### src/logic/video_timing_pkg.sv
/*
  Video timing definitions for the background display processor.
  Raster size, render window, sync positions, pixel types and the
  16-entry RGB palette.
*/
`default_nettype none

package video_timing_pkg;

  typedef logic [8:0]  raster_t;     // Row or column count
  typedef logic [3:0]  color_idx_t;  // Palette index
  typedef logic [23:0] rgb_t;        // {red, green, blue}

  // Raster size
  localparam raster_t num_rows = 9'd263;
  localparam raster_t num_cols = 9'd260;

  // Render window, 208 x 232
  localparam raster_t first_row_render = 9'd16;
  localparam raster_t last_row_render  = 9'd247;
  localparam raster_t first_col_render = 9'd23;
  localparam raster_t last_col_render  = 9'd230;

  localparam raster_t first_row_vsync = 9'd257;
  localparam raster_t last_row_vsync  = 9'd259;
  localparam raster_t first_col_hsync = 9'd240;
  localparam raster_t last_col_hsync  = 9'd259;

  localparam int pipe_latency = 3;  // Raster position to RGB and sync

  localparam color_idx_t border_color = 4'd1;  // Black

  // RGB connector levels; brightness sags as R+G+B rises
  localparam rgb_t palette [16] = '{
    24'h0000A0, 24'h000000, 24'h0000F5, 24'hA000EB,
    24'h00F500, 24'h96EB96, 24'h00EBEB, 24'h00A000,
    24'hF50000, 24'hEBA000, 24'hEB00EB, 24'hEB9696,
    24'hEBEB00, 24'hA0A000, 24'h969696, 24'hE1E1E1
  };

endpackage

`default_nettype wire

### src/logic/host_bus_pkg.sv
/*
  Host bus definitions. Address map, decoded region, control register
  indices and field positions, memory sizes.
*/
`default_nettype none

package host_bus_pkg;

  typedef logic [12:0] addr_t;

  typedef enum logic [1:0] {
    region_none,
    region_bgm,   // 0x1000 - 0x11FF
    region_reg    // 0x1400 - 0x15FF
  } bus_region_t;

  // Address bits 12:9 of each region
  localparam logic [3:0] bgm_page = 4'h8;
  localparam logic [3:0] reg_page = 4'hA;

  // Control register indices
  localparam int reg_mode     = 0;
  localparam int reg_bm_color = 1;
  localparam int reg_window   = 2;
  localparam int reg_ch_color = 3;

  // Register 0 bits
  localparam int bm_enable_bit = 0;
  localparam int bm_lores_bit  = 1;
  localparam int invert_x_bit  = 6;
  localparam int invert_y_bit  = 7;

  // Nibble fields of registers 1 to 3
  localparam int bg_nibble_lsb = 0;
  localparam int fg_nibble_lsb = 4;
  localparam int xmax_lsb      = 0;
  localparam int ymax_lsb      = 4;

  localparam logic [7:0] reg_read_value = 8'hFF;

  localparam int chr_depth  = 1024;
  localparam int bgm_words  = 128;
  localparam int chr_addr_w = $clog2(chr_depth);
  localparam int bgm_addr_w = $clog2(bgm_words);

endpackage

`default_nettype wire

### src/logic/host_port.sv
/*
  Host port. Decodes the address, paces the valid/ready handshake
  around the renderer's BGM slot, holds the shadow and active
  control registers and returns read data two cycles after a read.
*/
`default_nettype none
`timescale 1ns/100ps

module host_port import host_bus_pkg::*, video_timing_pkg::*; (
  input  wire                   CLK,
  input  wire                   reset,
  input  wire                   bus_valid,
  output logic                  bus_ready,
  input  wire                   bus_write,
  input  wire addr_t            bus_addr,
  input  wire [7:0]             bus_wdata,
  output logic                  bus_rvalid,
  output logic [7:0]            bus_rdata,
  input  wire raster_t          col,
  input  wire                   vsync_start,
  output logic                  bgm_host_en,
  output logic [bgm_addr_w-1:0] bgm_host_addr,
  output logic [3:0]            bgm_host_we,
  output logic [7:0]            bgm_host_wdata,
  input  wire [31:0]            bgm_host_rdata,
  output logic [7:0]            ctl_mode,
  output logic [7:0]            ctl_bm_color,
  output logic [7:0]            ctl_window,
  output logic [7:0]            ctl_ch_color
);

  bus_region_t      region, rd_region_q;
  logic             xfer, rd_pend_q;
  logic [1:0]       rd_lane_q;
  logic [3:0][7:0]  shadow_q, active_q;

  always_comb begin
    case (bus_addr[12:9])
      bgm_page: region = region_bgm;
      reg_page: region = region_reg;
      default:  region = region_none;
    endcase
  end

  // Ready drops for column phase 3, the renderer's BGM slot
  assign bus_ready = ~reset & (col[2:0] != 3'd3);

  assign xfer           = bus_valid & bus_ready;
  assign bgm_host_en    = xfer && (region == region_bgm);
  assign bgm_host_addr  = bus_addr[bgm_addr_w+1:2];
  assign bgm_host_we    = (bgm_host_en & bus_write) ? (4'b0001 << bus_addr[1:0]) : 4'b0000;
  assign bgm_host_wdata = bus_wdata;

  ////////////////////////////////
  // Control registers

  always_ff @(posedge CLK) begin
    if (reset) begin
      shadow_q <= '0;
      active_q <= '0;
    end else begin
      if (xfer && bus_write && (region == region_reg))
        shadow_q[bus_addr[1:0]] <= bus_wdata;
      if (vsync_start)
        active_q <= shadow_q;
    end
  end

  assign ctl_mode     = active_q[reg_mode];
  assign ctl_bm_color = active_q[reg_bm_color];
  assign ctl_window   = active_q[reg_window];
  assign ctl_ch_color = active_q[reg_ch_color];

  ////////////////////////////////
  // Read data, BGM word arrives one cycle after the transfer

  always_ff @(posedge CLK) begin
    if (reset) begin
      rd_pend_q  <= 1'b0;
      bus_rvalid <= 1'b0;
    end else begin
      rd_pend_q  <= xfer & ~bus_write;
      bus_rvalid <= rd_pend_q;
    end
  end

  always_ff @(posedge CLK) begin
    rd_region_q <= region;
    rd_lane_q   <= bus_addr[1:0];
    bus_rdata   <= (rd_region_q == region_bgm) ? bgm_host_rdata[rd_lane_q*8 +: 8]
                                               : reg_read_value;  // Regs read back as 0xFF
  end

endmodule

`default_nettype wire

### config.mk
export PLATFORM = sky130hd
export DESIGN_NAME = host_port
export DESIGN_NICKNAME = d
export VERILOG_FILES = /design/src/logic/video_timing_pkg.sv /design/src/logic/host_bus_pkg.sv /design/src/logic/host_port.sv
export SDC_FILE = /design/constraint.sdc
export NUM_CORES = 1
export LEC_CHECK = 0
export BUFFER_PORTS_ARGS = -buffer_cell sky130_fd_sc_hd__buf_2
export CORE_MARGIN = 2
export CORE_UTILIZATION = 47
export CTS_CLUSTER_DIAMETER = 40
export DETAILED_ROUTE_END_ITERATION = 10
export PLACE_DENSITY = 0.79
export SLEW_MARGIN = 10
export SYNTH_ARGS = -nofsm -noshare
export SYNTH_HDL_FRONTEND = slang
export SYNTH_SLANG_ARGS = --single-unit
export TNS_END_PERCENT = 10
### constraint.sdc
create_clock -name CLK -period 1.62 [get_ports CLK]
set_input_delay 0.081 -clock CLK [delete_from_list [all_inputs] [get_ports CLK]]
set_output_delay 0.081 -clock CLK [all_outputs]
set_load 0.05 [all_outputs]
==> results by group, run 1 <==
Worst setup path
  – Crit-path cells: buf_2 -> nor4b_1 -> nand4_1 -> buf_4 -> nor3_4 -> buf_2
  – Slowest cell on crit path: nor4b_1
  – Critical path required time: 1.54 ns
  – Worst path max stage delay: 0.50 ns
  – Crit-path most repeated cell: buf_2
  – FF-to-FF setup slack: 0.33 ns
  – Crit Path Max Fanout: 4
  – Worst setup EP type: output pin
  – Setup crit start kind: primary input
  – Worst setup path class: in -> out
  – CP arrival: 1.46 ns

STA
  – Setup TNS: 0 ns
  – Hold_ws: 0.0319 ns
  – Worst setup margin: 0.0817 ns
  – Minimum clock period: 1.54 ns
  – Worst Clk Skew: 0.00512 ns
  – Final period util: 95.0%
  – Slew at the pin with the worst max-slew slack: 0.639 ns
  – Fin. max-slew vios: 0
  – Final Hold Viols: 0
  – Achievable Freq: 650 MHz
  – Final setup fails: 0
  – RSZ-0062 raised after global routing: false
  – Slew margin rel.: 57.4%

Cells and area
  – Fin nets: 456
  – Area grow syn2layout: 27.2%
  – Ratio of cells with drive above 1 in the final layout: 37.8%
  – Ant diodes: 0

Clock network
  – Clock Latency Late Sink: 0.34 ns
  – CTS Sinks: 78
  – Root buf cell: clkbuf_8
  – Inserted Clock Buffers: 9
  – CTS clk-pin slew, worst paths: 0.08 ns
  – Clk buf depth: 2
  – H-tree depth: 3
  – CTS tree: done

Floorplan
  – Die height: 84.7 um
  – # IOs: 129
  – Initial Utilization: 48.5%
  – Full die area: 7180 um^2
  – Die W: 84.7 um
  – Core box area: 6310 um^2
  – Row count: 29

Placement
  – Routability cong.: 0.732
  – Pre-CTS WS: 0.0831 ns
  – IO buf count: 108
  – Dpl hpwl: 4810 um

GRT
  – Vias in the first global route: 2245
  – Largest net degree at the start of global routing: 66
  – Gr usage total: 19.3%
  – First-pass GRT wire length: 10900 um
  – Initial antenna violation count: 0
  – Grt total ovfl: 0

Detailed routing
  – Post-DRT Antenna Nets: 0
  – DR DRC count: 0
  – Detailed Route WL: 6750 um
  – WL/cell: 14.3 um
  – Iter 0 DRT Violations: 88
  – TritonRoute pass-1 iters: 4
  – DR vias/cell: 4.99
  – Via count: 2348

Pwr
  – Worst vdd ir: 846 uV
  – P per Cell Area: 942 nW/um^2
  – Final Total Pwr: 3.67 mW
  – Static Leak: 1.72 nW

Synthesis
  – Post-Synthesis Cells: 289
  – Seq/Total Area, Yosys: 51.0%
  – Seq cells post-synth: 78
  – Warnings from Yosys: 0
  – Syn_area_per_cell: 10.6 um^2
  – Mapped cell area: 3060 um^2
  – Mapped Nets: 356
  – Synth unique cells: 28

Min path
  – Hold crit path type: in -> reg

Job
  – Max-capacitance violation count: 0

Outcome
  – Status: finished, final reports clean
==> flip-flops by register name, summed over array words and instances (netlist names), 2 cells and up <==
name and count:
shadow_q 32, bus_rdata 8, ctl_bm_color 8, ctl_ch_color 8, ctl_mode 8, ctl_window 8
rd_lane_q 2, rd_region_q 2
==> layout by cell type (no fill, tap or decap), drive strengths merged, types with 2 or more instances in the layout <==
master / count
clkbuf: 10
nor2b: 2
a21oi: 8
nand3: 8
mux4: 8
nor4: 2
nand2b: 10
clkinv: 3
dfxtp: 78
nor4b: 2
nand2: 2
dlygate4sd3: 5
o21ai: 8
inv: 2
buf: 117
mux2i: 56
nor3: 2
nor2: 62
==> synthesized netlist by cell type <==
cell type	count	area (um^2)
clkbuf_1	8	30.0
mux2i_1	56	561
inv_1	1	3.75
mux4_2	8	180
nand3b_1	1	7.51
nor2_1	62	233
nand3_1	8	40.0
nor2b_1	2	12.5
and3b_1	1	8.76
nand4_1	1	6.26
nor3_1	1	5.00
and3_1	1	6.26
or3_1	1	6.26
nor3_2	1	10.0
buf_1	4	15.0
o21ai_1	5	25.0
buf_6	1	11.3
o21ai_0	3	15.0
nor4_4	2	42.5
a21oi_1	8	40.0
and2_0	1	6.26
nand2b_1	10	62.6
nor4b_1	2	17.5
nand2_1	2	7.51
dfxtp_1	78	1560
nand4bb_1	1	11.3
buf_4	15	113
buf_2	5	25.0
==> per-layer routing <==
| metal | up-vias | share of wire [%] | track usage [%] |
|---|---|---|---|
| met5 | - | 0 | 0 |
| met4 | 0 | 1.9 | 8.80 |
| met3 | 10 | 7.9 | 6.19 |
| met2 | 84 | 48 | 30.7 |
| met1 | 1080 | 43 | 24.1 |
| li1 | 1174 | - | - |
==> logic make-up (layout without fill, tap and decap cells) <==
kind of cell	after synthesis	in the layout	share of synthesized area, %
AOI/OAI and AO/OA	16	16	2.61
DFF	78	78	51.0
buffers and inverters	34	139	6.45
muxes	64	64	24.2
and+or+nand+nor	97	97	15.8
==> repair_timing <==
item / CTS / global route
setup buffers: 0 / 1
gates resized for setup: 0 / 0
hold endpoints to repair: 4 / 0
endpoints found under the setup margin: 0 / 28
hold buffers: 5 / 0
==> per-stage QoR <==
step / instance area, um^2 / cells / util, %
after global routing: 3900 / 471 / 61.7
after CTS: 3890 / 470 / 61.6
final: 3900 / 471 / 61.7
after floorplan: 3100 / 289 / -
after global placement: 3650 / 449 / 57.8
after detailed placement: 3650 / 449 / 57.8
==> critical path: cells and delay by family <==
| kind | cells | cell delay [ns] |
|---|---|---|
| buffers and inverters | 3 | 0.57 |
| and+or+nand+nor | 3 | 0.79 |
==> power breakdown <==
group	switching [mW]	leakage, nW	internal (mW)
clock network	0.696	0.0964	0.709
logic	0.195	0.994	0.138
registers	0.00595	0.630	1.93
total	0.897	1.72	2.77
==> final cells by class <==
cell class                      instances  area, um^2
Fill cell                             556        2420
Clock inverter                          6        61.3
Sequential cell                        78        1560
Timing Repair Buffer                  122         696
Clock buffer                           10         128
Inverter                                1        3.75
Multi-Input combinational cell        177        1350
Tap cell                               77        96.3
==> path summary, 6_finish.rpt <==
kind,startpoint,end,cells past startpoint
setup / recovery,bus_addr[11],bgm_host_we[0],6
hold / removal,bus_wdata[2],shadow_q[26],3
hold reg to reg,rd_pend_q,bus_rvalid,1
setup reg to reg,rd_lane_q[0],bus_rdata[1],3
Note: power is estimated with default switching activity, not from simulation.
==> run 2: changes to the inputs <==
clock period = 1.65 ns   (was 1.62 ns; I/O delays follow)
==> results by group, run 2 (synthesis gave the netlist of run 1 again) <==
Outcome
  – Status: finished, final reports clean

Floorplan
  – Initial Utilization: 48.5% (unchanged)
  – Full die area: 7180 um^2 (unchanged)
  – Die W: 84.7 um (unchanged)
  – # IOs: 129 (unchanged)
  – Die height: 84.7 um (unchanged)
  – Row count: 29 (unchanged)
  – Core box area: 6310 um^2 (unchanged)

STA
  – Final Hold Viols: 0 (unchanged)
  – Minimum clock period: 1.52 ns
  – Worst Clk Skew: 0.00861 ns (+0.00350 ns)
  – Achievable Freq: 657 MHz
  – Slew at the pin with the worst max-slew slack: 0.629 ns (-0.00994 ns)
  – Final period util: 92.3%
  – Slew margin rel.: 58.1% (+0.66 points)
  – Worst setup margin: 0.127 ns (+0.0456 ns)
  – Final setup fails: 0 (unchanged)
  – RSZ-0062 raised after global routing: false
  – Fin. max-slew vios: 0 (unchanged)
  – Hold_ws: 0.0204 ns (-0.0115 ns)

Clock network
  – H-tree depth: 3 (unchanged)
  – CTS tree: done
  – Clock Latency Late Sink: 0.36 ns (+0.02 ns)
  – Inserted Clock Buffers: 9 (unchanged)
  – Root buf cell: clkbuf_8
  – Clk buf depth: 2 (unchanged)
  – CTS Sinks: 78 (unchanged)
  – CTS clk-pin slew, worst paths: 0.08 ns (about the same)

Detailed routing
  – Detailed Route WL: 7020 um (+3.9%)
  – Iter 0 DRT Violations: 94 (+6.8%)
  – WL/cell: 14.9 um (+4.1%)
  – DR vias/cell: 5.05 (+1.2%)
  – Post-DRT Antenna Nets: 0 (unchanged)
  – Via count: 2372 (+1.0%)
  – TritonRoute pass-1 iters: 5 (+1)
  – DR DRC count: 0 (unchanged)

Cells and area
  – Area grow syn2layout: 27.6%
  – Ant diodes: 0 (unchanged)
  – Ratio of cells with drive above 1 in the final layout: 37.9% (+0.096 points)
  – Non-filler cells, final: 470 (-0.21%)
  – Max reg flops: 32 (unchanged)
  – Reg with most FFs: shadow_q
  – Final Cell Area: 3910 um^2 (+0.29%)
  – Leading cell type in the layout, fill and taps excluded: buf_2
  – Fin nets: 455 (-0.22%)
  – Most frequent cells in the layout: buf_2, dfxtp_1, nor2_1

Pwr
  – Worst vdd ir: 889 uV (+5.1%)
  – P per Cell Area: 936 nW/um^2 (-0.59%)
  – Static Leak: 1.72 nW (+0.15%)

Min path
  – Hold crit path type: in -> reg
  – Worst hold path depth: 3 (unchanged)

Worst setup path
  – Worst setup path class: in -> out
  – Critical path required time: 1.57 ns (+0.03 ns)
  – Setup crit start kind: primary input
  – CP arrival: 1.44 ns (-0.02 ns)
  – Worst setup EP type: output pin
  – Crit Path Max Fanout: 9 (+5)
  – Worst r2r path cells: 3 (unchanged)
  – FF-to-FF setup slack: 0.35 ns (+0.02 ns)

GRT
  – Grt total ovfl: 0 (unchanged)
  – First-pass GRT wire length: 11400 um (+4.7%)
  – Initial antenna violation count: 0 (unchanged)
  – Gr usage total: 20.5% (+1.1 points)
  – Largest net degree at the start of global routing: 66 (unchanged)
  – Vias in the first global route: 2378 (+5.9%)

Placement
  – Dpl hpwl: 4890 um (+1.5%)
  – Routability cong.: 0.751 (+2.5%)
  – Pre-CTS WS: 0.104 ns (+0.0205 ns)
  – IO buf count: 108 (unchanged)
  – Placed instance area: 3650 um^2 (unchanged)
  – Placed cells: 449 (unchanged)

Job
  – Max-capacitance violation count: 0 (unchanged)
==> run 2: changes by cell type in the layout (fill, tap and decap cells not counted) <==
cell / delta
buf_4: -1
clkinv_2: -3
clkinv_4: +2
clkinvlp_4: +1
dlygate4sd3_1: -1
dlymetal6s4s_1: +1
nor4b_1: -1
nor4b_2: +1
==> run 2: repair_timing <==
item                                    CTS  global route
endpoints found under the setup margin    0            20
resized for setup                         0             2
setup buffers                             0             0
endpoints found under the hold margin     4             0
hold buffers                              5             0
==> run 2: final timing paths <==
| check | startpoint | to |
|---|---|---|
| setup / recovery | bus_addr[1] | bgm_host_we[3] |
| hold reg to reg | rd_pend_q | bus_rvalid |
| setup reg to reg | rd_lane_q[0] | bus_rdata[1] |
| hold / removal | bus_wdata[7] | shadow_q[31] |
==> run 2: final cells by class <==
type / count / area (um^2)
fillers: 554 / 2400
flip-flops and latches: 78 / 1560
multi-input cells: 177 / 1360
repair buffers: 121 / 691
clock buffers: 10 / 128
well taps: 77 / 96.3
clock inverters: 6 / 71.3
inverters: 1 / 3.75
==> run 2: stage by stage <==
stage / util [%] / power, mW / TNS [ns]
2_1_floorplan: - / 2.20 / -0.145
5_1_grt: 61.9 / 3.80 / 0
3_3_place_gp: 57.8 / 2.26 / 0
3_5_place_dp: 57.8 / 2.26 / 0
6_report: 61.9 / 3.66 / 0
4_1_cts: 61.8 / 3.69 / 0
==> run 2: worst max-delay path, cell delays in order <==
cell	delay, ns
dlygate4sd3_1	0.53
buf_2	0.18
nand2_1	0.24
nor2_4	0.13
buf_2	0.28
==> run 2: metal layers <==
layer	vias up	part of all wire (%)	global-route usage (%)
li1	1171	-	-
met1	1086	43	24.4
met2	97	48	32.9
met3	18	7.0	7.57
met4	0	2.6	9.52
met5	-	0	0
==> run 2: where the power goes <==
group	internal [mW]	switching [mW]
Clock	0.709	0.723
Sequential	1.89	0.00648
Combinational	0.135	0.195
Total	2.74	0.924
