<file path="src/logic/video_timing_pkg.sv">
/*
  Video timing definitions for the background display processor.
  Raster size, render window, sync positions, pixel types and the
  16-entry RGB palette.
*/
`default_nettype none

package video_timing_pkg;

  typedef logic [8:0]  raster_t;     // Row or column count
  typedef logic [3:0]  color_idx_t;  // Palette index
  typedef logic [23:0] rgb_t;        // {red, green, blue}

  // Raster size
  localparam raster_t num_rows = 9'd263;
  localparam raster_t num_cols = 9'd260;

  // Render window, 208 x 232
  localparam raster_t first_row_render = 9'd16;
  localparam raster_t last_row_render  = 9'd247;
  localparam raster_t first_col_render = 9'd23;
  localparam raster_t last_col_render  = 9'd230;

  localparam raster_t first_row_vsync = 9'd257;
  localparam raster_t last_row_vsync  = 9'd259;
  localparam raster_t first_col_hsync = 9'd240;
  localparam raster_t last_col_hsync  = 9'd259;

  localparam int pipe_latency = 3;  // Raster position to RGB and sync

  localparam color_idx_t border_color = 4'd1;  // Black

  // RGB connector levels; brightness sags as R+G+B rises
  localparam rgb_t palette [16] = '{
    24'h0000A0, 24'h000000, 24'h0000F5, 24'hA000EB,
    24'h00F500, 24'h96EB96, 24'h00EBEB, 24'h00A000,
    24'hF50000, 24'hEBA000, 24'hEB00EB, 24'hEB9696,
    24'hEBEB00, 24'hA0A000, 24'h969696, 24'hE1E1E1
  };

endpackage

`default_nettype wire

</file>
<file path="src/logic/color_gen.sv">
/*
  Colour generator.
  Forces the border colour outside the render window and maps the
  palette index to 24-bit RGB, one register stage.
*/
`default_nettype none
`timescale 1ns/100ps

module color_gen import video_timing_pkg::*; (
  input  wire              CLK,
  input  wire color_idx_t  pixel,
  input  wire              render_px,
  output rgb_t             rgb
);

  color_idx_t idx;

  assign idx = render_px ? pixel : border_color;  // Black border

  always_ff @(posedge CLK) begin
    rgb <= palette[idx];
  end

endmodule

`default_nettype wire

</file>
<file path="config.mk">
export PLATFORM = sky130hd
export DESIGN_NAME = color_gen
export DESIGN_NICKNAME = d
export VERILOG_FILES = /design/src/logic/video_timing_pkg.sv /design/src/logic/color_gen.sv
export SDC_FILE = /design/constraint.sdc
export NUM_CORES = 1
export LEC_CHECK = 0
export BUFFER_PORTS_ARGS = -buffer_cell sky130_fd_sc_hd__buf_2
export CELL_PAD_IN_SITES_DETAIL_PLACEMENT = 0
export CELL_PAD_IN_SITES_GLOBAL_PLACEMENT = 1
export CORE_MARGIN = 10
export CORE_UTILIZATION = 39
export DETAILED_ROUTE_END_ITERATION = 10
export GPL_ROUTABILITY_DRIVEN = 0
export PLACE_DENSITY = 0.81
export SYNTH_ARGS = -nofsm -noshare
export SYNTH_HDL_FRONTEND = slang
export SYNTH_SLANG_ARGS = --single-unit
</file>
<file path="constraint.sdc">
create_clock -name CLK -period 2.5 [get_ports CLK]
set_input_delay 0.125 -clock CLK [delete_from_list [all_inputs] [get_ports CLK]]
set_output_delay 0.125 -clock CLK [all_outputs]
set_load 0.01 [all_outputs]
</file>
==> results of run 1 <==
==> power by group <==
group	internal, mW	total, mW	leakage [nW]	switching, mW
Sequential	0.306	0.311	0.149	0.00445
Combinational	0.0513	0.123	0.388	0.0721
Clock	0.0887	0.182	0.0210	0.0935
==> per-stage QoR <==
stage | hold slack [ns] | area, um^2 | std cells | util
floorplan | 0.2849 | 957.2 | 101 | -
global placement | 0.4361 | 1033 | 145 | 0.4541
detailed placement | 0.4257 | 1033 | 145 | 0.4541
CTS | 0.1111 | 1070 | 149 | 0.4700
global route | 0.1112 | 1070 | 149 | 0.4700
finish | 0.1198 | 1070 | 149 | 0.4700
==> per-layer routing <==
metal  share of wire  track usage
met1            0.46       0.1058
met2            0.46       0.1381
met3           0.066      0.03424
met4           0.013      0.04435
met5               0            0
==> cell type report <==
cell class,instances,area (um^2)
Multi-Input combinational cell,65,467.9
Clock buffer,4,36.28
Tap cell,28,35.03
Inverter,4,17.52
Fill cell,240,1206
Sequential cell,18,360.3
Timing Repair Buffer,30,152.6
==> worst max path at each step <==
stage	cells past startpoint	from	endpoint
2_1_floorplan	8	render_px	rgb[5]
3_3_place_gp	7	pixel[0]	rgb[5]
3_5_place_dp	7	pixel[0]	rgb[5]
4_1_cts	7	pixel[0]	rgb[5]
5_1_grt	7	pixel[0]	rgb[5]
6_report	7	pixel[0]	rgb[5]
==> cell families (layout without fill, tap and decap cells) <==
| kind of cell | Yosys count | in the layout | share of synthesized area |
|---|---|---|---|
| AOI/OAI and AO/OA | 28 | 28 | 0.2013 |
| xor gates and xnor gates | 1 | 1 | 0.009152 |
| adders and majority gates | 7 | 7 | 0.09150 |
| buffers and inverters | 18 | 38 | 0.1346 |
| DFF | 18 | 18 | 0.3765 |
| muxes | 4 | 4 | 0.04314 |
| and+or+nand+nor | 25 | 25 | 0.1438 |
==> critical path: stages <==
cell     delay [ns]
buf_2          0.12
nor2b_1        0.35
inv_1          0.16
ha_1           0.34
mux2i_1        0.23
mux2i_1        0.10
a21o_1         0.18
==> layout by cell type (no fill, tap or decap), types with 2 or more instances in the layout <==
master	count
buf_2	29
dfxtp_1	18
nand2_1	7
a21oi_1	7
ha_1	7
nor2b_1	6
o21ai_0	5
nor2_1	4
inv_1	3
mux2i_1	3
a21boi_1	3
a21o_1	3
clkbuf_4	3
nand3b_1	2
and2_1	2
a22o_1	2
o22ai_1	2
==> results.json, run 1 <==
{
  "status": "finished, final reports clean",
  "cp-start-kind": "primary input",
  "grt_pass1_vias": 800,
  "drive_gt1_frac": 0.3140,
  "path_max_fanout": 8,
  "crit_type": "primary input to flip-flop",
  "setup_ws_ns": 1.090,
  "ys_top_cells_by_count": "dfxtp_1, a21oi_1, buf_4, ha_1, nand2_1",
  "synthTopCellsByArea": "dfxtp_1, ha_1, buf_4",
  "dp_hpwl_mm": 1.584,
  "hp-start": "pixel[0]",
  "routed_wl_mm": 2.115,
  "final_nets": 135,
  "synth_top_cell_area_share": 0.3765,
  "critPathRequiredTime_ns": 2.70,
  "largest_reg_flops": 18,
  "maxCapViolCount": 0,
  "antenna_found_initial": 0,
  "syn_area_um2": 957.2,
  "io_pins": 30,
  "crit_arrival_ns": 1.61,
  "grt_pass1_wl_mm": 3.732,
  "tightest_slew_ns": 0.4275,
  "slew_headroom": 0.7150,
  "powerDensity_nw_per_um2": 576.1,
  "setup_viol": 0,
  "synth_most_common_cell": "dfxtp_1",
  "rsz0062_at_grt": "false",
  "top_register": "rgb",
  "rows": 17,
  "max_freq_mhz": 709.2,
  "max-vdd-ir-drop_v": 0.0002229,
  "fin_crit_sh": 0.5640,
  "hold_class": "primary input to flip-flop",
  "layout-area-overhead-vs-synth_pct": 11.77,
  "numCtsBuffers": 3,
  "avgRoutedWirePerCell_um": 14.19,
  "end_kind": "flip-flop",
  "dieHeight_um": 69.54,
  "drc_errors": 0,
  "cts_tree": "built",
  "slew_viol_final": 0,
  "synth-seq-cells": 18,
  "viasPerCell": 4.899,
  "hold_viol_final": 0,
  "grt_max_degree": 26,
  "dieWidth_um": 69.54,
  "seq_area_frac_synth": 0.3765,
  "initial_utilization": 0.4206,
  "drt_first_pass_iters": 4,
  "core_area_um2": 2276,
  "synth-edff-count": 0,
  "overflow": 0,
  "die_area_um2": 4836,
  "p_leak_nw": 0.5578,
  "port_buffers": 29,
  "clock_sinks": 18,
  "synthCells": 101,
  "htreeDepth": 1,
  "vias": 730,
  "post_cts_buffers": 0,
  "min_path_cells": 3,
  "finalSetupTns_ns": 0,
  "cts_buffer_depth": 2,
  "synthArstFlopShare": 0,
  "cts_root_buf": "clkbuf_4",
  "ant_nets": 0,
  "syn_nets": 114,
  "synth_flop_cell": "dfxtp_1",
  "n_antenna_cell": 0,
  "holdPathEnd": "rgb[15]",
  "fin_crit_ns": 1.410,
  "largestRegisters": "rgb x18",
  "clk_pin_slew_worst_paths_ns": 0.11,
  "synth-warning-count": 0,
  "cts_resized": 0,
  "drt_iter0_markers": 14,
  "power_mw": 0.6163,
  "place_ws_ns": 0.8199,
  "synth_area_leader_cell": "dfxtp_1",
  "holdBufCountCts": 0,
  "synthDistinctLibCells": 32,
  "track_usage": 0.08986,
  "avgSynthCellArea_um2": 9.477
}
No activity file was read; power rests on OpenSTA's default activity.
==> inputs of run 2 (changes only) <==
--- a/config.mk
+++ b/config.mk
@@ -9,10 +9,10 @@
 export CELL_PAD_IN_SITES_DETAIL_PLACEMENT = 0
 export CELL_PAD_IN_SITES_GLOBAL_PLACEMENT = 1
 export CORE_MARGIN = 10
-export CORE_UTILIZATION = 39
+export CORE_UTILIZATION = 36
 export DETAILED_ROUTE_END_ITERATION = 10
 export GPL_ROUTABILITY_DRIVEN = 0
-export PLACE_DENSITY = 0.81
+export PLACE_DENSITY = 0.75
 export SYNTH_ARGS = -nofsm -noshare
 export SYNTH_HDL_FRONTEND = slang
 export SYNTH_SLANG_ARGS = --single-unit
==> constraint.sdc (replaced) <==
create_clock -name CLK -period 1.5 [get_ports CLK]
set_input_delay 0.075 -clock CLK [delete_from_list [all_inputs] [get_ports CLK]]
set_output_delay 0.075 -clock CLK [all_outputs]
set_load 0.01 [all_outputs]
==> results.json, run 2 (synthesis gave the netlist of run 1 again) <==
{
  "slew_viol_final": 0,
  "hp-start": "render_px",
  "drt_iter0_markers": 28,
  "numCtsBuffers": 3,
  "largestRegisters": "rgb x18",
  "crit_arrival_ns": 1.30,
  "holdPathEnd": "rgb[15]",
  "maxCapViolCount": 0,
  "n_antenna_cell": 0,
  "post_cts_buffers": 0,
  "path_depth": 7,
  "critPathMaxStageDelay_ns": 0.29,
  "drt_first_pass_iters": 4,
  "avgRoutedWirePerCell_um": 13.72,
  "cts_buffer_depth": 2,
  "routed_wl_mm": 2.113,
  "fin_crit_ns": 1.101,
  "overflow": 0,
  "largest_reg_flops": 18,
  "hold_class": "primary input to flip-flop",
  "cts_root_buf": "clkbuf_4",
  "dpl_cell_area_um2": 1061,
  "crit_type": "primary input to flip-flop",
  "slowest_stage": "ha_1",
  "max_freq_mhz": 908.6,
  "dp_hpwl_mm": 1.588,
  "seq_area_um2": 360.3,
  "rows": 18,
  "cp-start-kind": "primary input",
  "critPathRequiredTime_ns": 1.70,
  "layout-area-overhead-vs-synth_pct": 14.64,
  "crit_start": "render_px",
  "cts_tree": "built",
  "dieHeight_um": 71.57,
  "die_area_um2": 5122,
  "grt_pass1_vias": 826,
  "final_cell_area_um2": 1097,
  "holdBufCountCts": 0,
  "tightest_slew_ns": 0.4207,
  "track_usage": 0.08617,
  "drc_errors": 0,
  "grt_pass1_wl_mm": 3.657,
  "cp_num_buf_inv": 2,
  "dieWidth_um": 71.57,
  "path_cells": "buf_2, nor2b_2, buf_4, ha_1, mux2i_1, mux2i_1, a21o_1",
  "slew_headroom": 0.7195,
  "path_max_fanout": 7,
  "rsz0062_at_grt": "false",
  "io_pins": 30,
  "hold_viol_final": 0,
  "finalSetupTns_ns": 0,
  "p_leak_nw": 0.5740,
  "antenna_found_initial": 0,
  "final_nets": 138,
  "htreeDepth": 1,
  "viasPerCell": 4.851,
  "core_area_um2": 2500,
  "initial_utilization": 0.3829,
  "max-vdd-ir-drop_v": 0.0004937,
  "min_path_cells": 2,
  "end_kind": "flip-flop",
  "clk_pin_slew_worst_paths_ns": 0.10,
  "grt_max_degree": 26,
  "layout_common_cells": "buf_2, dfxtp_1, nand2_1, a21oi_1, ha_1",
  "cts_resized": 0,
  "vias": 747,
  "top_register": "rgb",
  "drive_gt1_frac": 0.3387,
  "fillers": 265,
  "crit_family": "multiplexers",
  "powerDensity_nw_per_um2": 937.5,
  "multi_input_area_um2": 470.5,
  "status": "finished, final reports clean",
  "setup_viol": 0,
  "port_buffers": 29,
  "final_common_cell": "buf_2",
  "fin_crit_sh": 0.7337,
  "cpMostUsedCell": "mux2i_1",
  "ant_nets": 0,
  "clock_sinks": 18
}
[run 2: cell count changes in the layout (fill, tap and decap cells not counted)]
cell     previous run  this run
nor2b_1             6         5
buf_4               1         4
nor2b_2             0         1
[run 2: worst max path at each step]
| stage | slack (ns) | to |
|---|---|---|
| 3_3_place_gp | 0.10 | rgb[5] |
| 6_report | 0.40 | rgb[5] |
| 3_5_place_dp | 0.09 | rgb[5] |
| 2_1_floorplan | 0.02 | rgb[5] |
| 5_1_grt | 0.29 | rgb[5] |
| 4_1_cts | 0.42 | rgb[5] |
[run 2: cell type report]
class	count	area share
well taps	30	0.03421
clock buffers	4	0.03307
multi-input cells	65	0.4287
repair buffers	33	0.1596
flip-flops and latches	18	0.3284
inverters	4	0.01596
[run 2: stage by stage]
stage | worst slack [ns] | utilization | std cells | hold slack, ns | total power, mW
after floorplan | 0.02458 | - | 101 | 0.2349 | 0.6881
after global placement | 0.1022 | 0.4244 | 150 | 0.3601 | 0.7414
after detailed placement | 0.09488 | 0.4244 | 150 | 0.3631 | 0.7428
after CTS | 0.4184 | 0.4389 | 154 | 0.04552 | 1.049
after global routing | 0.2905 | 0.4389 | 154 | 0.04432 | 1.100
final | 0.3994 | 0.4389 | 154 | 0.06152 | 1.029
[run 2: where the power goes]
part / switching [mW] / total (mW) / leakage [nW] / internal, mW
clock: 0.150 / 0.298 / 0.0210 / 0.148
sequential: 0.00776 / 0.518 / 0.149 / 0.510
combinational: 0.121 / 0.213 / 0.404 / 0.0911
[run 2: metal layers]
| layer | global-route usage | share of wire | up-vias |
|---|---|---|---|
| met4 | 0.03871 | 0.017 | 0 |
| li1 | - | - | 384 |
| met5 | 0 | 0 | - |
| met2 | 0.1549 | 0.49 | 19 |
| met1 | 0.08229 | 0.41 | 340 |
| met3 | 0.03857 | 0.082 | 4 |
==> inputs of run 3 (changes only) <==
==> constraint.sdc (replaced) <==
create_clock -name CLK -period 1.1 [get_ports CLK]
set_input_delay 0.055 -clock CLK [delete_from_list [all_inputs] [get_ports CLK]]
set_output_delay 0.055 -clock CLK [all_outputs]
set_load 0.01 [all_outputs]
==> results.json, run 3 (synthesis gave the netlist of run 1 again) <==
{
  "p_sw_frac": 0.2669,
  "n_antenna_cell": 0,
  "track_usage": 0.08792,
  "dp_hpwl_mm": 1.730,
  "max-vdd-ir-drop_v": 0.0005727,
  "hold_class": "primary input to flip-flop",
  "largest_reg_flops": 18,
  "final_core_util": 0.4850,
  "critPathRequiredTime_ns": 1.29,
  "crit_type": "primary input to flip-flop",
  "top_register": "rgb",
  "p_sw_mw": 0.3838,
  "pwr-share-clk": 0.279,
  "p_comb_frac": 0.230,
  "grt_pass1_wl_mm": 3.712,
  "dpl_cell_area_um2": 1176,
  "final_common_cell": "buf_2",
  "cts_root_buf": "clkbuf_4",
  "htreeDepth": 1,
  "die_area_um2": 5122,
  "min_path_cells": 4,
  "cp-start-kind": "primary input",
  "final_cell_area_um2": 1212,
  "initial_utilization": 0.3829,
  "cts_tree": "built",
  "end_kind": "flip-flop",
  "slew_viol_final": 0,
  "rows": 18,
  "grt_pass1_vias": 794,
  "slew_headroom": 0.7700,
  "hold_slack_ns": 0.1598,
  "fin_crit_sh": 0.8740,
  "dieHeight_um": 71.57,
  "port_buffers": 29,
  "drive_gt1_frac": 0.4380,
  "vias": 787,
  "post_cts_buffers": 0,
  "path_max_fanout": 4,
  "layout_common_cells": "buf_2, dfxtp_1, buf_4",
  "holdBufCountCts": 0,
  "clock_sinks": 18,
  "avgRoutedWirePerCell_um": 12.75,
  "largestRegisters": "rgb x18",
  "powerDensity_nw_per_um2": 1186,
  "hold_viol_final": 0,
  "viasPerCell": 4.713,
  "fin_crit_ns": 0.9614,
  "io_pins": 30,
  "layout-area-overhead-vs-synth_pct": 26.67,
  "rsz0062_at_grt": "false",
  "drt_iter0_markers": 24,
  "power.internal_mw": 1.054,
  "dieWidth_um": 71.57,
  "p_leak_nw": 0.6378,
  "crit_arrival_ns": 1.15,
  "overflow": 0,
  "drc_errors": 0,
  "antenna_found_initial": 0,
  "cts_buffer_depth": 2,
  "status": "finished, final reports clean",
  "clk_pin_slew_worst_paths_ns": 0.10,
  "numCtsBuffers": 3,
  "cts_resized": 0,
  "routed_wl_mm": 2.130,
  "tightest_slew_ns": 0.3450,
  "maxCapViolCount": 0,
  "ant_nets": 0,
  "fillers": 253,
  "setup_viol": 0,
  "seqPwrFrac": 0.491,
  "grt_max_degree": 22,
  "final_nets": 151,
  "core_area_um2": 2500,
  "max_freq_mhz": 1040,
  "drt_first_pass_iters": 4
}
## run 3: cell types whose count changed in the layout (fill, tap and decap cells not counted), sizes merged
cell and delta:
buf +13
## run 3: area by class of cell
type                    count  area (um^2)  share of cell area
flip-flops and latches     18        360.3              0.2972
well taps                  30        37.54             0.03096
inverters                   4        17.52             0.01445
repair buffers             46        272.8              0.2250
clock buffers               4        36.28             0.02993
multi-input cells          65        488.0              0.4025
## run 3: metrics by stage
| step | TNS (ns) | setup slack (ns) | std cells | power [mW] |
|---|---|---|---|---|
| global placement | -1.008 | -0.1434 | 163 | 1.054 |
| detailed placement | -1.263 | -0.1661 | 163 | 1.057 |
| finish | 0 | 0.1386 | 167 | 1.438 |
| floorplan | -0.3453 | -0.1245 | 101 | 0.9542 |
| CTS | 0 | 0.1422 | 167 | 1.460 |
| global route | 0 | 0.08829 | 167 | 1.531 |
## run 3: final timing paths
kind | from | end
max | render_px | rgb[7]
min | pixel[0] | rgb[15]
## run 3: routing by layer
layer	vias to the layer above	routed length, um	GRT usage
met5	-	0	0
met4	0	34	0.05161
met3	2	144	0.02342
met2	26	1007	0.1402
met1	352	944	0.1029
li1	407	-	-
## run 3: power by group through the flow
stage | combinational, mW | clock (mW) | sequential, mW
floorplan | 0.205 | 0 | 0.749
global placement | 0.333 | 0 | 0.721
detailed placement | 0.335 | 0 | 0.722
CTS | 0.337 | 0.416 | 0.707
global route | 0.371 | 0.448 | 0.712
finish | 0.331 | 0.402 | 0.706
## run 3: critical path: stages
cell and delay (ns):
buf_2 0.13, nor2b_4 0.14, ha_1 0.30, nor2b_1 0.16, a22o_1 0.20, a21o_1 0.17
