`src/logic/video_timing_pkg.sv`:
```
/*
  Video timing definitions for the background display processor.
  Raster size, render window, sync positions, pixel types and the
  16-entry RGB palette.
*/
`default_nettype none

package video_timing_pkg;

  typedef logic [8:0]  raster_t;     // Row or column count
  typedef logic [3:0]  color_idx_t;  // Palette index
  typedef logic [23:0] rgb_t;        // {red, green, blue}

  // Raster size
  localparam raster_t num_rows = 9'd263;
  localparam raster_t num_cols = 9'd260;

  // Render window, 208 x 232
  localparam raster_t first_row_render = 9'd16;
  localparam raster_t last_row_render  = 9'd247;
  localparam raster_t first_col_render = 9'd23;
  localparam raster_t last_col_render  = 9'd230;

  localparam raster_t first_row_vsync = 9'd257;
  localparam raster_t last_row_vsync  = 9'd259;
  localparam raster_t first_col_hsync = 9'd240;
  localparam raster_t last_col_hsync  = 9'd259;

  localparam int pipe_latency = 3;  // Raster position to RGB and sync

  localparam color_idx_t border_color = 4'd1;  // Black

  // RGB connector levels; brightness sags as R+G+B rises
  localparam rgb_t palette [16] = '{
    24'h0000A0, 24'h000000, 24'h0000F5, 24'hA000EB,
    24'h00F500, 24'h96EB96, 24'h00EBEB, 24'h00A000,
    24'hF50000, 24'hEBA000, 24'hEB00EB, 24'hEB9696,
    24'hEBEB00, 24'hA0A000, 24'h969696, 24'hE1E1E1
  };

endpackage

`default_nettype wire

```
`src/logic/host_bus_pkg.sv`:
```
/*
  Host bus definitions. Address map, decoded region, control register
  indices and field positions, memory sizes.
*/
`default_nettype none

package host_bus_pkg;

  typedef logic [12:0] addr_t;

  typedef enum logic [1:0] {
    region_none,
    region_bgm,   // 0x1000 - 0x11FF
    region_reg    // 0x1400 - 0x15FF
  } bus_region_t;

  // Address bits 12:9 of each region
  localparam logic [3:0] bgm_page = 4'h8;
  localparam logic [3:0] reg_page = 4'hA;

  // Control register indices
  localparam int reg_mode     = 0;
  localparam int reg_bm_color = 1;
  localparam int reg_window   = 2;
  localparam int reg_ch_color = 3;

  // Register 0 bits
  localparam int bm_enable_bit = 0;
  localparam int bm_lores_bit  = 1;
  localparam int invert_x_bit  = 6;
  localparam int invert_y_bit  = 7;

  // Nibble fields of registers 1 to 3
  localparam int bg_nibble_lsb = 0;
  localparam int fg_nibble_lsb = 4;
  localparam int xmax_lsb      = 0;
  localparam int ymax_lsb      = 4;

  localparam logic [7:0] reg_read_value = 8'hFF;

  localparam int chr_depth  = 1024;
  localparam int bgm_words  = 128;
  localparam int chr_addr_w = $clog2(chr_depth);
  localparam int bgm_addr_w = $clog2(bgm_words);

endpackage

`default_nettype wire

```
`src/logic/bg_renderer.sv`:
```
/*
  Background renderer.
  Fetches the BGM byte and character pattern for the next 8-pixel
  cell, chooses character or bitmap by the window split, and shifts
  the cell out one pixel per clock. Pixel for a raster position
  appears two cycles after it.
*/
`default_nettype none
`timescale 1ns/100ps

module bg_renderer import video_timing_pkg::*, host_bus_pkg::*; (
  input  wire                   CLK,
  input  wire raster_t          row,
  input  wire raster_t          col,
  input  wire [7:0]             ctl_mode,
  input  wire [7:0]             ctl_bm_color,
  input  wire [7:0]             ctl_window,
  input  wire [7:0]             ctl_ch_color,
  output logic [bgm_addr_w-1:0] bgm_fetch_addr,
  input  wire [31:0]            bgm_fetch_data,
  output logic [chr_addr_w-1:0] chr_addr,
  input  wire [7:0]             chr_data,
  output color_idx_t            pixel
);

  logic [2:0]  phase;
  logic [4:0]  tx_next, ty;
  logic        is_char;
  logic [7:0]  cell_byte, bm_pat, char_pat;
  logic [1:0]  hires_bits;
  logic [3:0]  lores_nib;
  color_idx_t  bm_fg;
  logic        cell_char_q, char_blank_q;
  logic [7:0]  bm_pat_q, pend_pat_q, shift_q;
  color_idx_t  fg_q, bg_q, cur_fg_q, cur_bg_q;

  // Phase 3 fetch BGM, phase 4 fetch pattern, phase 1 load shifter
  assign phase   = col[2:0];
  assign tx_next = col[7:3] + 5'd1;
  assign ty      = row[7:3];

  assign is_char = (((tx_next[4:1] < ctl_window[xmax_lsb +: 4]) ^ ctl_mode[invert_x_bit]) &
                    ((ty[4:1] < ctl_window[ymax_lsb +: 4]) ^ ctl_mode[invert_y_bit]));

  assign bgm_fetch_addr = {ty[4:1], tx_next[4:2]};
  assign cell_byte      = bgm_fetch_data[tx_next[1:0]*8 +: 8];
  assign chr_addr       = {cell_byte[6:0], row[2:0]};

  assign hires_bits = cell_byte[{~row[3:2], 1'b0} +: 2];
  assign lores_nib  = cell_byte[{~row[3], 2'b00} +: 4];

  // Bitmap decode, bit 0 of a pattern is the leftmost pixel
  always_comb begin
    bm_pat = 8'h00;
    bm_fg  = ctl_bm_color[fg_nibble_lsb +: 4];
    if (ctl_mode[bm_enable_bit]) begin
      if (ctl_mode[bm_lores_bit]) begin
        if (lores_nib != 4'd0) begin  // Zero is transparent
          bm_pat = 8'hFF;
          bm_fg  = lores_nib;
        end
      end else begin
        bm_pat = {{4{hires_bits[0]}}, {4{hires_bits[1]}}};
      end
    end
  end

  // ROM bits 7:2 map to pixels 2..7, odd rows of cells stay blank
  always_comb begin
    char_pat = 8'h00;
    if (!char_blank_q) begin
      for (int k = 2; k < 8; k++)
        char_pat[k] = chr_data[9-k];
    end
  end

  always_ff @(posedge CLK) begin
    if (phase == 3'd4) begin
      cell_char_q  <= is_char;
      char_blank_q <= ty[0];
      bm_pat_q     <= bm_pat;
      fg_q         <= is_char ? ctl_ch_color[fg_nibble_lsb +: 4] : bm_fg;
      bg_q         <= is_char ? ctl_ch_color[bg_nibble_lsb +: 4]
                              : ctl_bm_color[bg_nibble_lsb +: 4];
    end
    if (phase == 3'd5)
      pend_pat_q <= cell_char_q ? char_pat : bm_pat_q;
    if (phase == 3'd1) begin
      shift_q  <= pend_pat_q;
      cur_fg_q <= fg_q;
      cur_bg_q <= bg_q;
    end else begin
      shift_q  <= {1'b0, shift_q[7:1]};
    end
  end

  assign pixel = shift_q[0] ? cur_fg_q : cur_bg_q;

endmodule

`default_nettype wire

```
`config.mk`:
```
export PLATFORM = sky130hd
export DESIGN_NAME = bg_renderer
export DESIGN_NICKNAME = d
export VERILOG_FILES = /design/src/logic/video_timing_pkg.sv /design/src/logic/host_bus_pkg.sv /design/src/logic/bg_renderer.sv
export SDC_FILE = /design/constraint.sdc
export NUM_CORES = 1
export LEC_CHECK = 0
export BUFFER_PORTS_ARGS = -buffer_cell sky130_fd_sc_hd__buf_2
export CAP_MARGIN = 10
export CORE_MARGIN = 5
export CORE_UTILIZATION = 50
export DETAILED_ROUTE_END_ITERATION = 8
export PLACE_DENSITY = 0.83
export SLEW_MARGIN = 10
export SYNTH_ARGS = -nofsm -noshare
export SYNTH_HDL_FRONTEND = slang
export SYNTH_SLANG_ARGS = --single-unit
```
`constraint.sdc`:
```
create_clock -name CLK -period 5.8 [get_ports CLK]
set_input_delay 1.16 -clock CLK [delete_from_list [all_inputs] [get_ports CLK]]
set_output_delay 1.16 -clock CLK [all_outputs]
set_load 0.03 [all_outputs]
```
==> results of run 1 <==
==> worst reg2reg max path: cells and delay by family, from the launching register on <==
family	cells	cell delay [ns]
DFF	1	0.40
AOI/OAI and AO/OA	1	0.19
and+or+nand+nor	1	0.21
==> where the power goes <==
part	internal, mW	switching, mW
sequential	0.285	0.00324
combinational	0.0859	0.0974
clock	0.110	0.0846
==> worst max path at each step <==
stage             endpoint  slack [ns]
6_report       chr_addr[9]        1.65
5_1_grt        chr_addr[9]        1.48
4_1_cts        chr_addr[9]        1.64
3_5_place_dp   chr_addr[9]        1.64
3_3_place_gp   chr_addr[7]        1.68
2_1_floorplan      bg_q[0]        2.00
==> layout by cell type, fill, tap and decap left out, drive strengths merged <==
master / netlist / final
nor3b: 2 / 2
nand2: 9 / 9
xnor2: 2 / 2
edfxtp: 27 / 27
a31oi: 4 / 4
xor2: 3 / 3
a2bb2oi: 2 / 2
a21o: 6 / 6
o31a: 2 / 2
mux2i: 18 / 18
and2: 4 / 4
buf: 11 / 99
mux4: 10 / 10
o211a: 1 / 1
ha: 7 / 7
dfxtp: 8 / 8
nor2b: 6 / 6
clkbuf: 4 / 6
a211oi: 2 / 2
nor3: 2 / 2
inv: 12 / 12
and3b: 1 / 1
nand2b: 2 / 2
clkinv: 0 / 2
nor2: 13 / 13
nand3: 4 / 4
o21ai: 2 / 2
nand4b: 2 / 2
mux2: 22 / 22
a21oi: 10 / 10
a22o: 1 / 1
==> final cells by class <==
class,instances,area [sq um]
Multi-Input combinational cell,137,1250
Tap cell,54,67.6
Sequential cell,35,971
Clock inverter,2,13.8
Timing Repair Buffer,99,495
Fill cell,381,1720
Inverter,12,45.0
Clock buffer,6,93.8
==> cell usage after synthesis (3+ instances only) <==
cell,instances,area share
mux4_2,10,0.095
inv_1,12,0.019
mux2_1,4,0.019
nor2b_1,6,0.016
nor2_1,12,0.019
a31oi_1,4,0.011
mux2_4,3,0.019
a21oi_1,10,0.021
ha_1,7,0.037
a21o_1,6,0.019
mux2i_1,18,0.076
mux2_2,15,0.071
dfxtp_1,8,0.068
xor2_1,3,0.011
buf_4,7,0.022
edfxtp_1,27,0.34
nand2_1,9,0.014
clkbuf_1,4,0.0063
nand3_1,4,0.0085
and2_1,4,0.011
==> logic make-up after synthesis <==
kind of cell             after synthesis  synth area share
XOR/XNOR                               5            0.0185
buffers and inverters                 27            0.0650
flip-flops                            35             0.410
multiplexers                          50             0.281
AO/OA/AOI/OAI                         30            0.0883
adder cells (fa/ha/maj)                7            0.0370
AND/OR/NAND/NOR                       45            0.0999
==> per-layer routing <==
layer  vias to the layer above  routed length (um)  share of wire
li1                        914                   -              -
met1                       854                1970           0.41
met2                        68                2520           0.52
met3                         4                 339          0.070
met4                         0                  31         0.0064
met5                         -                   0              0
==> registers in the layout, indices dropped and copies added, names as in the netlist <==
signal        cells
fg_q              4
pend_pat_q        7
char_blank_q      1
bm_pat_q          2
bg_q              4
cur_bg_q          4
shift_q           8
cur_fg_q          4
cell_char_q       1
==> through the flow <==
stage                     instances  power, mW  worst slack (ns)  cell area, sq um  hold slack (ns)
after floorplan                 199      0.424              2.00              2370            0.400
after global placement          337      0.473              1.68              2830            0.402
after detailed placement        337      0.478              1.64              2830            0.406
after CTS                       345      0.675              1.64              2940            0.414
after global routing            345      0.702              1.48              2940            0.427
final                           345      0.666              1.65              2940            0.410
==> results.toml, run 1 <==
[critical_path]
cp.buffers_inverters = 2
crit_cells = 4
rrSetupSlack_ns = 4.75
reg2reg_depth = 2
cpLargestDelayFamily = "adder cells"
path_class = "in -> out"
crit_required_ns = 4.64
worst_setup_path_start_kind = "primary input"
endpoint_kind = "output pin"
crit_start = "col[3]"
cp_max_fo = 23
r2r_end = "pend_pat_q[6]"
worst_path_most_repeated_cell = "buf_2"
max_stage_delay_ns = 0.77
r2r_start = "cell_char_q"
worstPathArrival_ns = 2.99
cp_cell_sequence = "buf_2, ha_1, mux4_2, buf_2"
crit_slowest_cell = "ha_1"

[timing]
finalHoldViolations = 0
tns_ns = 0
maxSlewViolCount = 0
skew_ns = 0.00926
tightest_slew_ns = 1.12
fmax_mhz = 241
period_share = 0.715
relSlewSlack = 0.248
period_needed_ns = 4.15
finalSetupViolCount = 0
rsz0062_at_grt = "false"

[grt]
use_met3 = 0.0385
grt_max_degree = 24
grt_overflow = 0
grt.total_usage = 0.168
grt_pass1_wl_mm = 8.32
grt_use_met1 = 0.202
antenna_found_initial = 0
grt.busiest_layer = "met2"
met2_usage = 0.299
grt_pass1_vias = 1913

[floorplan]
ios = 112
die_area_sq_mm = 0.00621
start_util = 0.508
coreArea_sq_mm = 0.00466
placementRows = 25
fp.dieW_um = 78.8
die-height_um = 78.8

[job]
maxCapViolCount = 0

[logic_synthesis]
seq_area_frac_synth = 0.410
synthesis.area_sq_mm = 0.00237
async_flop_share = 0
synth-seq-cells = 35
synth_top_flop_cell = "edfxtp_1"
synth_cell_types = 37
avgSynthCellArea_sq_um = 11.9
syn_nets = 297
synth-edff-count = 27
ys.warnings.count = 0
syn_inst = 199

[clock_tree]
postCtsSetupBuffers = 0
cts_buffers = 5
cts_resized = 0
clk_path_buf_depth = 2
insertion_delay_ns = 0.28
cts.sinks = 35
cts_root_buf = "clkbuf_8"
cts_htree_levels = 2
holdBufCountCts = 0
clkSlewWorstSetupHoldPaths_ns = 0.07
cts_tree = "done"

[placement]
hpwl_mm = 4.04
gp_congestion = 0.799
io_buffers = 99

[route]
drc = 0
vias_per_cell = 5.33
wl_per_cell_um = 14.1
via_count = 1840
wirelength_mm = 4.87
first_pass_iters = 4
ant_nets = 0
drt_iter0_markers = 56

[min_path]
holdPathEnd = "cur_bg_q[1]"
hp-start = "bg_q[1]"
hold_path.class = "reg -> reg"
hold-path-cell-count = 0

[finish]
post-route-util = 0.630
nets = 388
syn_to_final_growth_pct = 24.2
antenna_cells = 0
drive_above_1_share = 0.481

[power_and_ir_drop]
irDropWorstVdd_mv = 0.0935
leakage_nw = 1.37
power_density_mw_per_mm2 = 227

[outcome]
status = "complete, no violations"
Power figures use the tool's default switching activity.
==> run 2, diff against run 1 <==
--- a/config.mk
+++ b/config.mk
@@ -5,12 +5,13 @@
 export SDC_FILE = /design/constraint.sdc
 export NUM_CORES = 1
 export LEC_CHECK = 0
+export ABC_AREA = 1
 export BUFFER_PORTS_ARGS = -buffer_cell sky130_fd_sc_hd__buf_2
 export CAP_MARGIN = 10
 export CORE_MARGIN = 5
-export CORE_UTILIZATION = 50
+export CORE_UTILIZATION = 46
 export DETAILED_ROUTE_END_ITERATION = 8
-export PLACE_DENSITY = 0.83
+export PLACE_DENSITY = 0.79
 export SLEW_MARGIN = 10
 export SYNTH_ARGS = -nofsm -noshare
 export SYNTH_HDL_FRONTEND = slang
==> constraint.sdc (replaced) <==
create_clock -name CLK -period 4.1 [get_ports CLK]
set_input_delay 0.82 -clock CLK [delete_from_list [all_inputs] [get_ports CLK]]
set_output_delay 0.82 -clock CLK [all_outputs]
set_load 0.03 [all_outputs]
==> run 2 against run 1 <==
Setup slack lost 0.58 ns. Synthesized cell count grew 36%. Register-to-register slack lost 1.8 ns. Worst hold slack gained 0.016 ns. Flip-flop and latch count is the same. Critical path type unchanged. Non-clock buffer count grew 1. Power grew 33%.
==> results.toml, run 2 <==
[grt]
grt_pass1_vias = 1880
grt.total_usage = 0.157
grt_pass1_wl_mm = 7.82
grt_max_degree = 20
antenna_found_initial = 0
grt_overflow = 0

[finish]
post-route-util = 0.586
antenna_cells = 0
reg_top3 = "shift_q x8, pend_pat_q x7"
final_common_cell = "buf_2"
mostFrequentLayoutCells = "buf_2 (99), nand2_1 (93), inv_1 (40)"
fin_area_sq_mm = 0.00273
largest-register = "shift_q"
drive_above_1_share = 0.365
syn_to_final_growth_pct = 25.6
largest_reg_flops = 8
nets = 464
nFillCells = 432

[route]
ant_nets = 0
via_count = 1983
wl_per_cell_um = 11.0
first_pass_iters = 5
vias_per_cell = 4.71
wirelength_mm = 4.62
drt_iter0_markers = 56
drc = 0

[power_and_ir_drop]
power_density_mw_per_mm2 = 323
totalPowerFinal_mw = 0.883
irDropWorstVdd_mv = 0.145
leakage_nw = 1.47

[logic_synthesis]
ys.warnings.count = 0
syn_nets = 368
synthesis.area_sq_mm = 0.00218
synthTopCellsByCount = "nand2_1 (93), inv_1 (40), edfxtp_1 (27), nand3_1 (20)"
seq_area_frac_synth = 0.446
synth_top_area_frac = 0.373
yosysMostFrequentCell = "nand2_1"
avgSynthCellArea_sq_um = 8.06
synth-edff-count = 27
netlist_top_cells_area = "edfxtp_1 (37%), nand2_1 (16%), dfxtp_1 (7.4%), inv_1 (6.9%), nand3_1 (4.6%)"
synth-seq-cells = 35
async_flop_share = 0
synth_cell_types = 27
synth_top_flop_cell = "edfxtp_1"
syn_inst = 270
yosys.area.top_type = "edfxtp_1"

[timing]
relSlewSlack = 0.381
finalHoldViolations = 0
period_share = 0.738
skew_ns = 0.00748
rsz0062_at_grt = "false"
setup_slack_ns = 1.07
tightest_slew_ns = 0.923
maxSlewViolCount = 0
tns_ns = 0
finalSetupViolCount = 0
fmax_mhz = 330
period_needed_ns = 3.03

[placement]
hpwl_mm = 3.92
dpl_cell_area_sq_mm = 0.00265
gp_congestion = 0.771
post-place-ws_ns = 1.07
io_buffers = 99

[clock_tree]
cts_root_buf = "clkbuf_8"
postCtsSetupBuffers = 0
clk_path_buf_depth = 2
cts_buffers = 5
holdBufCountCts = 0
cts_tree = "done"
cts.sinks = 35
cts_htree_levels = 2
clkSlewWorstSetupHoldPaths_ns = 0.07
insertion_delay_ns = 0.28
cts_resized = 0

[critical_path]
worstPathArrival_ns = 2.21
crit_start = "col[3]"
path_class = "in -> out"
worst_setup_path_start_kind = "primary input"
cp_max_fo = 19
endpoint_kind = "output pin"
crit_required_ns = 3.28
r2r_start = "cell_char_q"

[job]
maxCapViolCount = 0

[floorplan]
fp.dieW_um = 78.8
placementRows = 25
ios = 112
coreArea_sq_mm = 0.00466
start_util = 0.467
die_area_sq_mm = 0.00621
die-height_um = 78.8

[min_path]
hold_path.class = "reg -> reg"
hp-start = "bg_q[3]"

[outcome]
status = "complete, no violations"
-- run 2: changes by cell type after synthesis, sizes merged, moves of 10 or more --
| cell | change |
|---|---|
| inv | +31 |
| mux4 | -10 |
| mux2i | -18 |
| nand2 | +93 |
| mux2 | -18 |
| nand3 | +22 |
-- run 2: cell type report --
cell class	instances	area, sq um	area share
clock buffers	5	68.8	0.0252
clock inverters	3	15.0	0.00549
inverters	43	169	0.0618
multi-input cells	181	938	0.343
flip-flops and latches	35	971	0.355
well taps	54	67.6	0.0247
repair buffers	100	503	0.184
-- run 2: kinds of logic after synthesis --
group / after synthesis / share of synthesized area
mux: 4 / 0.0207
simple gates: 143 / 0.293
fa+ha+maj: 7 / 0.0403
compound gates: 24 / 0.0656
flops: 35 / 0.446
buf+inv: 54 / 0.122
xor+xnor: 3 / 0.0121
-- run 2: final timing paths --
path | endpoint | slack [ns] | cells past startpoint
worst max-delay path | chr_addr[7] | 1.07 | 7
worst min-delay path | cur_bg_q[3] | 0.43 | 0
worst max register to register | pend_pat_q[7] | 3.00 | 3
worst min register to register | cur_bg_q[3] | 0.43 | 0
-- run 2: critical path, stage by stage --
cell	delay [ns]
buf_2	0.22
ha_1	0.61
inv_4	0.12
nand3_1	0.13
nand2_1	0.06
inv_1	0.05
buf_2	0.18
-- run 2: through the flow --
| stage | hold WS [ns] | cells |
|---|---|---|
| 2_1_floorplan | 0.396 | 270 |
| 3_3_place_gp | 0.402 | 413 |
| 3_5_place_dp | 0.405 | 413 |
| 4_1_cts | 0.425 | 421 |
| 5_1_grt | 0.426 | 421 |
| 6_report | 0.427 | 421 |
-- run 2: metal layers --
metal	global-route usage	vias to the layer above	routed length [um]
li1	-	1043	-
met1	0.169	853	1780
met2	0.297	75	2390
met3	0.0408	12	379
met4	0.0472	0	68
met5	0	-	0
-- run 2: report_power, final --
group	switching [mW]	leakage, nW	internal [mW]
Sequential	0.00623	0.310	0.406
Clock	0.115	0.0392	0.115
Combinational	0.148	1.12	0.0925
